--- src/sequence.hex ---
// one one-hot button code per line, rom address 0 first
1
4
2
8
2
1
8
4
4
2
1
8
1
2
4
8
--- src/hdl/memory_game_pkg.sv ---
// memory game shared definitions
// widths, timing constants, press and status records, controller states

package memory_game_pkg;

    // ------------------------------------------------------------------------
    // widths with a meaning
    // ------------------------------------------------------------------------
    // one bit per button, same layout drives the leds
    typedef logic [3:0]  button_t;
    // rom address or round index
    typedef logic [3:0]  addr_t;
    typedef logic [15:0] timer_t;

    // ------------------------------------------------------------------------
    // game constants
    // ------------------------------------------------------------------------
    localparam int unsigned EASY_ROUNDS = 8;
    localparam int unsigned HARD_ROUNDS = 16;

    // kept short so a full hard game simulates quickly
    localparam timer_t SHOW_CYCLES    = 16'd6;
    localparam timer_t GAP_CYCLES     = 16'd2;
    localparam timer_t TIMEOUT_CYCLES = 16'd200;

    // one player press, valid for a single cycle
    typedef struct packed {
        logic    valid;
        button_t code;
        logic    multi;
    } press_t;

    // outcome bits, done marks the end of a game
    typedef struct packed {
        logic won;
        logic lost;
        logic timed_out;
        logic done;
    } game_status_t;

    typedef enum logic [2:0] {
        idle,
        fetch,
        show_on,
        show_off,
        wait_play,
        check,
        next_round,
        finished
    } game_state_t;

endpackage

--- src/hdl/play_capture.sv ---
// play capture
// registers the raw buttons and turns each new press into a one-cycle event,
// flagging presses with more than one button down

`timescale 1ns/1ps

module play_capture (
    input  logic                     clock,
    input  logic                     rst_n,
    input  memory_game_pkg::button_t buttons,
    output memory_game_pkg::press_t  press
);

    memory_game_pkg::button_t btn_q;
    memory_game_pkg::button_t code_q;
    logic                     released;
    logic                     valid_q;
    logic                     multi_q;
    logic                     new_press;

    // first non-zero sample after a full release
    assign new_press = released && (btn_q != '0);

    always_ff @(posedge clock) begin
        if (!rst_n) begin
            btn_q    <= '0;
            released <= 1'b0;
            valid_q  <= 1'b0;
        end else begin
            btn_q   <= buttons;
            valid_q <= new_press;
            // rearm only once every button is up
            if (btn_q == '0) begin
                released <= 1'b1;
            end else if (new_press) begin
                released <= 1'b0;
            end
        end
    end

    // press payload, taken with the event
    always_ff @(posedge clock) begin
        if (new_press) begin
            code_q  <= btn_q;
            multi_q <= |(btn_q & (btn_q - 1'b1));
        end
    end

    assign press.valid = valid_q;
    assign press.code  = code_q;
    assign press.multi = multi_q;

    a_press_single: assert property (@(posedge clock) disable iff (!rst_n)
        press.valid |=> !press.valid)
        else $error("press valid held for two cycles");

endmodule

--- src/hdl/sequence_rom.sv ---
// sequence rom
// 16 x 4 pattern of button codes with a registered read,
// contents loaded from sequence.hex

`timescale 1ns/1ps

module sequence_rom (
    input  logic                     clock,
    input  memory_game_pkg::addr_t   addr,
    output memory_game_pkg::button_t data
);

    memory_game_pkg::button_t mem [0:15];

    initial begin
        $readmemh("/design/src/sequence.hex", mem);
    end

    // data follows the address by one edge
    always_ff @(posedge clock) begin
        data <= mem[addr];
    end

endmodule

--- src/hdl/game_controller.sv ---
// game controller
// plays back the sequence round by round, compares the player's presses
// against the rom, runs the press timeout and reports the outcome

`timescale 1ns/1ps

module game_controller (
    input  logic                          clock,
    input  logic                          rst_n,
    input  logic                          start,
    input  logic                          level,
    input  memory_game_pkg::press_t       press,
    output memory_game_pkg::addr_t        rom_addr,
    input  memory_game_pkg::button_t      rom_data,
    output memory_game_pkg::button_t      leds,
    output logic                          awaiting_play,
    output memory_game_pkg::game_status_t status
);

    memory_game_pkg::game_state_t  state;
    memory_game_pkg::game_state_t  state_next;
    memory_game_pkg::addr_t        round_cnt;
    memory_game_pkg::addr_t        last_round;
    memory_game_pkg::addr_t        addr;
    memory_game_pkg::timer_t       disp_cnt;
    memory_game_pkg::timer_t       tmo_cnt;
    memory_game_pkg::game_status_t status_q;
    memory_game_pkg::button_t      press_code;
    logic                          press_multi;
    logic                          awaiting_q;

    logic show_end;
    logic gap_end;
    logic disp_last;
    logic tmo_end;
    logic press_ok;
    logic last_press;

    // ------------------------------------------------------------------------
    // decisions
    // ------------------------------------------------------------------------
    assign show_end   = (disp_cnt == memory_game_pkg::SHOW_CYCLES - 16'd1);
    assign gap_end    = (disp_cnt == memory_game_pkg::GAP_CYCLES - 16'd1);
    // addr already moved past the last shown item
    assign disp_last  = (addr == memory_game_pkg::addr_t'(round_cnt + 4'd1));
    assign tmo_end    = (tmo_cnt == memory_game_pkg::TIMEOUT_CYCLES - 16'd1);
    assign press_ok   = !press_multi && (press_code == rom_data);
    assign last_press = (addr == round_cnt);

    always_comb begin
        state_next = state;
        unique case (state)
            memory_game_pkg::idle: begin
                if (start) state_next = memory_game_pkg::fetch;
            end
            memory_game_pkg::fetch: begin
                state_next = memory_game_pkg::show_on;
            end
            memory_game_pkg::show_on: begin
                if (show_end) state_next = memory_game_pkg::show_off;
            end
            memory_game_pkg::show_off: begin
                if (gap_end) begin
                    state_next = disp_last ? memory_game_pkg::wait_play
                                           : memory_game_pkg::show_on;
                end
            end
            memory_game_pkg::wait_play: begin
                // a press in the last cycle still counts
                if (press.valid) begin
                    state_next = memory_game_pkg::check;
                end else if (tmo_end) begin
                    state_next = memory_game_pkg::finished;
                end
            end
            memory_game_pkg::check: begin
                if (!press_ok) begin
                    state_next = memory_game_pkg::finished;
                end else if (last_press) begin
                    state_next = memory_game_pkg::next_round;
                end else begin
                    state_next = memory_game_pkg::wait_play;
                end
            end
            memory_game_pkg::next_round: begin
                state_next = (round_cnt == last_round) ? memory_game_pkg::finished
                                                       : memory_game_pkg::fetch;
            end
            memory_game_pkg::finished: begin
                if (start) state_next = memory_game_pkg::fetch;
            end
            default: state_next = memory_game_pkg::idle;
        endcase
    end

    // ------------------------------------------------------------------------
    // state, counters and outcome
    // ------------------------------------------------------------------------
    always_ff @(posedge clock) begin
        if (!rst_n) begin
            state      <= memory_game_pkg::idle;
            round_cnt  <= '0;
            last_round <= '0;
            addr       <= '0;
            disp_cnt   <= '0;
            tmo_cnt    <= '0;
            status_q   <= '0;
            awaiting_q <= 1'b0;
        end else begin
            state      <= state_next;
            awaiting_q <= (state_next == memory_game_pkg::wait_play);
            unique case (state)
                memory_game_pkg::idle, memory_game_pkg::finished: begin
                    if (start) begin
                        round_cnt  <= '0;
                        addr       <= '0;
                        status_q   <= '0;
                        last_round <= level ? memory_game_pkg::addr_t'(memory_game_pkg::HARD_ROUNDS - 1)
                                            : memory_game_pkg::addr_t'(memory_game_pkg::EASY_ROUNDS - 1);
                    end
                end
                memory_game_pkg::fetch: begin
                    disp_cnt <= '0;
                end
                memory_game_pkg::show_on: begin
                    // next address goes out during the gap
                    if (show_end) begin
                        disp_cnt <= '0;
                        addr     <= addr + 4'd1;
                    end else begin
                        disp_cnt <= disp_cnt + 16'd1;
                    end
                end
                memory_game_pkg::show_off: begin
                    if (gap_end) begin
                        disp_cnt <= '0;
                        if (disp_last) begin
                            addr    <= '0;
                            tmo_cnt <= '0;
                        end
                    end else begin
                        disp_cnt <= disp_cnt + 16'd1;
                    end
                end
                memory_game_pkg::wait_play: begin
                    tmo_cnt <= tmo_cnt + 16'd1;
                    if (!press.valid && tmo_end) begin
                        status_q.timed_out <= 1'b1;
                        status_q.done      <= 1'b1;
                    end
                end
                memory_game_pkg::check: begin
                    if (!press_ok) begin
                        status_q.lost <= 1'b1;
                        status_q.done <= 1'b1;
                    end else if (!last_press) begin
                        addr    <= addr + 4'd1;
                        tmo_cnt <= '0;
                    end
                end
                memory_game_pkg::next_round: begin
                    if (round_cnt == last_round) begin
                        status_q.won  <= 1'b1;
                        status_q.done <= 1'b1;
                    end else begin
                        round_cnt <= round_cnt + 4'd1;
                        addr      <= '0;
                    end
                end
                default: ;
            endcase
        end
    end

    // press held for the check cycle
    always_ff @(posedge clock) begin
        if (state == memory_game_pkg::wait_play && press.valid) begin
            press_code  <= press.code;
            press_multi <= press.multi;
        end
    end

    assign rom_addr      = addr;
    assign leds          = (state == memory_game_pkg::show_on) ? rom_data : '0;
    assign awaiting_play = awaiting_q;
    assign status        = status_q;

    // ------------------------------------------------------------------------
    // checks
    // ------------------------------------------------------------------------
    a_one_outcome: assert property (@(posedge clock) disable iff (!rst_n)
        $onehot0({status.won, status.lost, status.timed_out}))
        else $error("more than one outcome bit set");

    a_awaiting_state: assert property (@(posedge clock) disable iff (!rst_n)
        awaiting_play |-> state == memory_game_pkg::wait_play)
        else $error("awaiting_play outside wait_play");

    a_done_outcome: assert property (@(posedge clock) disable iff (!rst_n)
        $rose(status.done) |-> $onehot({status.won, status.lost, status.timed_out}))
        else $error("done without a single outcome");

endmodule

--- src/hdl/memory_game.sv ---
// memory game top
// press capture, sequence rom and game controller joined together

`timescale 1ns/1ps

module memory_game (
    input  logic                          clock,
    input  logic                          rst_n,
    input  logic                          start,
    input  logic                          level,
    input  memory_game_pkg::button_t      buttons,
    output memory_game_pkg::button_t      leds,
    output logic                          awaiting_play,
    output memory_game_pkg::game_status_t status
);

    memory_game_pkg::press_t  press;
    memory_game_pkg::addr_t   rom_addr;
    memory_game_pkg::button_t rom_data;

    // ------------------------------------------------------------------------
    // player side
    // ------------------------------------------------------------------------
    play_capture capture_i (
        .clock   (clock),
        .rst_n   (rst_n),
        .buttons (buttons),
        .press   (press)
    );

    // pattern store
    sequence_rom rom_i (
        .clock (clock),
        .addr  (rom_addr),
        .data  (rom_data)
    );

    // ------------------------------------------------------------------------
    // game flow
    // ------------------------------------------------------------------------
    game_controller ctrl_i (
        .clock         (clock),
        .rst_n         (rst_n),
        .start         (start),
        .level         (level),
        .press         (press),
        .rom_addr      (rom_addr),
        .rom_data      (rom_data),
        .leds          (leds),
        .awaiting_play (awaiting_play),
        .status        (status)
    );

endmodule

--- config.mk ---
export PLATFORM = sky130hd
export DESIGN_NAME = memory_game
export DESIGN_NICKNAME = d
export VERILOG_FILES = /design/src/hdl/memory_game_pkg.sv /design/src/hdl/play_capture.sv /design/src/hdl/sequence_rom.sv /design/src/hdl/game_controller.sv /design/src/hdl/memory_game.sv
export SDC_FILE = /design/constraint.sdc
export NUM_CORES = 1
export LEC_CHECK = 0
export BUFFER_PORTS_ARGS = -buffer_cell sky130_fd_sc_hd__buf_2
export CORE_MARGIN = 2
export CORE_UTILIZATION = 30
export CTS_CLUSTER_SIZE = 8
export DETAILED_ROUTE_END_ITERATION = 16
export PLACE_DENSITY_LB_ADDON = 0.08
export SYNTH_ARGS = -nofsm -noshare
export SYNTH_HDL_FRONTEND = slang
export SYNTH_SLANG_ARGS = --single-unit
--- constraint.sdc ---
create_clock -name clock -period 2.1 [get_ports clock]
set_input_delay 0.105 -clock clock [delete_from_list [all_inputs] [get_ports clock]]
set_output_delay 0.105 -clock clock [all_outputs]
set_load 0.02 [all_outputs]
# Word-level counts from Yosys, hierarchy flattened
# Index checks and enable logic that the tools add are counted.
# word_totals
ff_bits	72
input_bits	8
output_inout_bits	9
word_cells	116
# classes
add_sub_neg	5
n_eq_ne	25
n_mux	39
bitwise_logic	1
n_reduce_logical	27
# op_table
op	n
$mux W16	6
$pmux W16 S3	2
$mux W4	10
$add A16 B1 Y16 const B	2
$mux W3	8
$pmux W3 S7	1
$pmux W4 S5	1
$eq A16 B1 Y1 const B	1
$eq A16 B3 Y1 const B	1
$eq A16 B8 Y1 const B	1
$eq A4 B4 Y1	4
$eq A3 B3 Y1 const B	5
$ne A2 B1 Y1 const B	7
$reduce_and A3 Y1	4
$reduce_and A5 Y1	2
$add A4 B1 Y4 const B	2
$pmux W4 S2	1
$reduce_and A8 Y1	1
$reduce_bool A2 Y1	4
$reduce_bool A4 Y1	2
$eq A3 B2 Y1 const B	2
$ne A2 B2 Y1 const B	3
$pmux W1 S2	3
$reduce_bool A3 Y1	2
other kinds (14)	22

# Depth between registers and ports, before layout
# logic_depth
word_depth	6
mapped_depth	9

# Cells and area by module
# From an unflattened synthesis, not the netlist that was laid out.
# hier_totals
cells_unflattened	410
hier_area_um2	3510.9
# by_module_without_submodules
module	n_inst	cells_each	area_per_inst_um2	seq_area_each_um2
game_controller	1	380	3119.2	1151.1
play_capture	1	25	357.8	270.3
sequence_rom	1	5	33.8	0.0

# Worst setup path after synthesis
# Ideal clock, no wire load.
# synth_path
path_kind	flip-flop to flip-flop
startpoint	reg ctrl_i.round_cnt[0]
endpoint	reg ctrl_i.tmo_cnt[14]
t_arrival_ns	2.108
t_required_ns	2.030
path_slack_ns	-0.078
path_stages_with_launch	8
n_path_buf	0
synth_period_minus_slack_ns	2.178
path_cell_list	dfxtp_1 ha_1 xor2_1 nor4_4 nand4_4 and2_4 or4_1 a21oi_1
# synth_via
elab_chain_len	4
elab_cells_between_ends	6
cone_classes	add/sub: 1; eq/ne: 4; reduce/logical: 1
# synth_lines
item	line	rtl
start, declared	game_controller.sv:22	memory_game_pkg::addr_t round_cnt;
start signal, assigned	game_controller.sv:166	round_cnt <= round_cnt + 4'd1;
$add A4 B1 Y4	game_controller.sv:45	assign disp_last = (addr == memory_game_pkg::addr_t'(round_cnt + 4'd1));
$eq A4 B4 Y1	game_controller.sv:45	
$ne A2 B1 Y1 (no source line)	--	
$reduce_and A5 Y1 (no source line) *	--	
end signal, assigned	game_controller.sv:146	tmo_cnt <= tmo_cnt + 16'd1;
end, declared	game_controller.sv:26	memory_game_pkg::timer_t tmo_cnt;
# Every way passes the cells marked *; elsewhere a longest branch is shown, timed or not.
# A chain may end at the register's enable or synchronous reset.

# Final worst setup path
# Same ends and word-level chain as after synthesis.

==> impl_results.md <==
* Status: finished, final reports clean
* # diodes at 0
* Die span in y at 104 um
* Slowest stage delay, CP at 0.50 ns
* First-pass GRT wire length at 12900 um
* DR iter-0 viols at 102
* Worst setup SP type: register
* Pre-antenna DRT Iters at 4
* Post-DP HPWL at 5330 um
* Warnings from Yosys at 0
* Crit-path slowest cell: or4_1
* Seq cells post-synth at 58
* CP Data Required Time at 2.37 ns
* Htree depth at 3
* Num CTS Buffers at 9
* Clock Path Buffers at 2
* Total vias in the final route at 2743
* Core Rows at 36
* I/O Buffers at 12
* Vias/cell at 4.79
* Syn_area_per_cell at 8.43 um2
* Hold Crit Class: primary input to register
* CTS clk-pin slew, worst paths at 0.07 ns
* Maximum clock frequency at 480 MHz
* Layout Skew at 0.00986 ns
* Placed cells at 546
* Top routing layer used: met4
* Fillers at 1002
* GRT overflow at 0
* RSZ-0062 raised after global routing: yes
* Crit Path Max Fanout at 5
* Die width at 104 um
* Layout Nets at 448
* Die ar. at 10900 um2
* Metal2 WL at 3290 um
* Critical path type: register to register
* Initial antenna violation count at 0
* DRC viols at 0
* CP endpoint kind: register
* Vias in the first global route at 2614
* Min Hold Slack at 0.239 ns
* Worst slew pin tran at 0.503 ns
* Post-Syn Instances at 359
* Final wirelength at 7660 um
* Post-Route M1 WL at 3920 um
* Crit-path cells: buf_12 -> ha_4 -> xor2_4 -> nor4_4 -> nand4_4 -> and2_4 -> or4_1 -> a21oi_1
* Final count of hold timing violations at 0
* Synth-to-layout area growth at 37.4%
* Netlist cell types at 60
* Pwr/cell area at 625 nW/um2
* Slew headroom at 66.5%
* Final Wtd Congestion at 0.776
* Met3 WL at 310 um
* Antenna-violating nets left at 0
* Final core occ at 42.5%
* Max-cap violations at 0
* TritonCTS clock tree: yes
* Largest net degree at the start of global routing at 20
* Clock root buffer: clkbuf_8
* Clock Latency Late Sink at 0.34 ns
* Initial Utilization at 31.0%
* Layout cell share with drive strength beyond 1 at 30.5%
* Num Clock Sinks at 58
* Post-synth EDFFs at 2
* Max-slew violations at 0
* Total power at 2600 uW
* Drt wl/cell at 13.4 um
* Synth Cell Area at 3030 um2
* Sequential-to-total area share from yosys stat at 39.0%
* Asr flop ratio synth at 0%
* Final non-filler cell total at 573
* Critical Path AT at 2.35 ns
* Post-route clock period utilization at 99.3%
* Number of top-level pins at 17
* Final setup viols at 0
* Leakage at 0.00155 uW
* Crit path time final at 2.09 ns
* GRT Overall Usage at 14.7%
* Core area at 9770 um2
* Maximum VDD drop at 0.298 mV
* Top_reg_cell synth: dfxtp_1
[sequential cells by signal, summed over array words and instances (netlist names), 2 cells and up]
| register | flops |
|---|---|
| capture_i.btn_q | 4 |
| ctrl_i.disp_cnt | 16 |
| ctrl_i.last_round | 2 |
| ctrl_i.rom_addr | 4 |
| ctrl_i.round_cnt | 4 |
| ctrl_i.state | 3 |
| ctrl_i.status | 4 |
| ctrl_i.tmo_cnt | 16 |
[per-layer routing]
| metal | vias to the layer above | global-route usage, % |
|---|---|---|
| met3 | 12 | 3.20 |
| met4 | 0 | 5.60 |
| met2 | 53 | 21.3 |
| met5 | - | 0 |
| li1 | 1415 | - |
| met1 | 1263 | 21.2 |
[what timing repair did]
action                                  4_1_cts  5_1_grt
hold buffers                                  5        0
endpoints found under the hold margin         5        0
setup buffers                                 2        3
cloned                                        0        1
endpoints found under the setup margin       17       25
gates resized for setup                       8       39
pin swaps                                     7        8
[worst max-delay path, delay by kind of cell, from the launching register on]
kind	cells	cell delay (ns)
and+or+nand+nor	4	1.03
DFF	1	0.36
adders and majority gates	1	0.23
AOI/OAI and AO/OA	1	0.12
xor gates and xnor gates	1	0.16
buffers and inverters	1	0.12
[cell families (layout without fill, tap and decap cells)]
kind of cell / after synthesis / in the layout / share of synthesized area (%)
AO/OA/AOI/OAI: 70 / 70 / 14.5
other: 1 / 4 / 0.124
flip-flops: 58 / 58 / 39.0
adder cells (fa/ha/maj): 6 / 6 / 2.40
buffers and inverters: 25 / 103 / 3.93
multiplexers: 5 / 5 / 1.74
XOR/XNOR: 30 / 30 / 9.18
AND/OR/NAND/NOR: 164 / 164 / 29.1
[final timing paths]
kind | start | end | slack (ns) | cells after the start
worst max-delay path | ctrl_i.round_cnt[0]$_SDFFE_PN0P_ | ctrl_i.tmo_cnt[14]$_SDFFE_PN0P_ | 0.01 | 8
worst min-delay path | rst_n | ctrl_i.last_round[2]$_SDFFE_PN0P_ | 0.24 | 3
worst max register to register | ctrl_i.round_cnt[0]$_SDFFE_PN0P_ | ctrl_i.tmo_cnt[14]$_SDFFE_PN0P_ | 0.01 | 8
worst min register to register | capture_i.multi_q$_DFFE_PP_ | ctrl_i.press_multi$_DFFE_PP_ | 0.44 | 0
[cells in the mapped netlist, types with 4 or more instances]
| master | number | area [um2] |
|---|---|---|
| o21ai_0 | 19 | 95.1 |
| nand3b_1 | 6 | 45.0 |
| dfxtp_1 | 56 | 1120 |
| or3_1 | 7 | 43.8 |
| ha_1 | 5 | 62.6 |
| nor2_1 | 47 | 176 |
| nor4_1 | 6 | 37.5 |
| clkbuf_1 | 8 | 30.0 |
| inv_1 | 9 | 33.8 |
| xor2_1 | 12 | 105 |
| nand3_1 | 13 | 65.1 |
| nor3_1 | 10 | 50.1 |
| and3_1 | 9 | 56.3 |
| xnor2_1 | 16 | 140 |
| nand4_1 | 10 | 62.6 |
| a211oi_1 | 6 | 45.0 |
| and2_1 | 8 | 50.1 |
| buf_4 | 4 | 30.0 |
| nand2_1 | 28 | 105 |
| a21oi_1 | 21 | 105 |
[stage by stage]
step	worst slack, ns	TNS [ns]	instance area (um2)
after detailed placement	-0.146	-1.32	3610
final	0.0149	0	4160
after global placement	-0.0401	-0.0872	3610
after floorplan	0.00209	0	3040
after global routing	-0.0604	-0.329	4160
after CTS	-0.0193	-0.0507	3940
[power by group]
group / leakage, uW / switching, uW / internal (uW)
sequential: 0.000476 / 18.2 / 1130
clock: 0.000116 / 457 / 692
combinational: 0.000962 / 169 / 134
total: 0.00155 / 644 / 1950
[cells in the final DEF (no fill, tap or decap), types with 6 or more instances in the layout]
cell type / instances
inv_1: 8
and2_1: 8
nor3_1: 10
xnor2_1: 14
buf_4: 55
xor2_1: 9
nand4_1: 10
and3_1: 9
clkbuf_8: 10
dfxtp_1: 50
nand3_1: 13
nand3b_1: 6
nor2_1: 46
buf_2: 12
nand2_1: 28
o21ai_0: 18
a21oi_1: 18
[final cells by class]
class | count | area [um2] | area share (%)
Timing Repair Buffer | 78 | 608 | 14.6
Clock buffer | 10 | 138 | 3.31
Sequential cell | 58 | 1190 | 28.7
Clock inverter | 6 | 80.1 | 1.93
Inverter | 9 | 33.8 | 0.813
Multi-Input combinational cell | 279 | 1940 | 46.6
Tap cell | 133 | 166 | 4.00
Power figures use the tool's default switching activity.
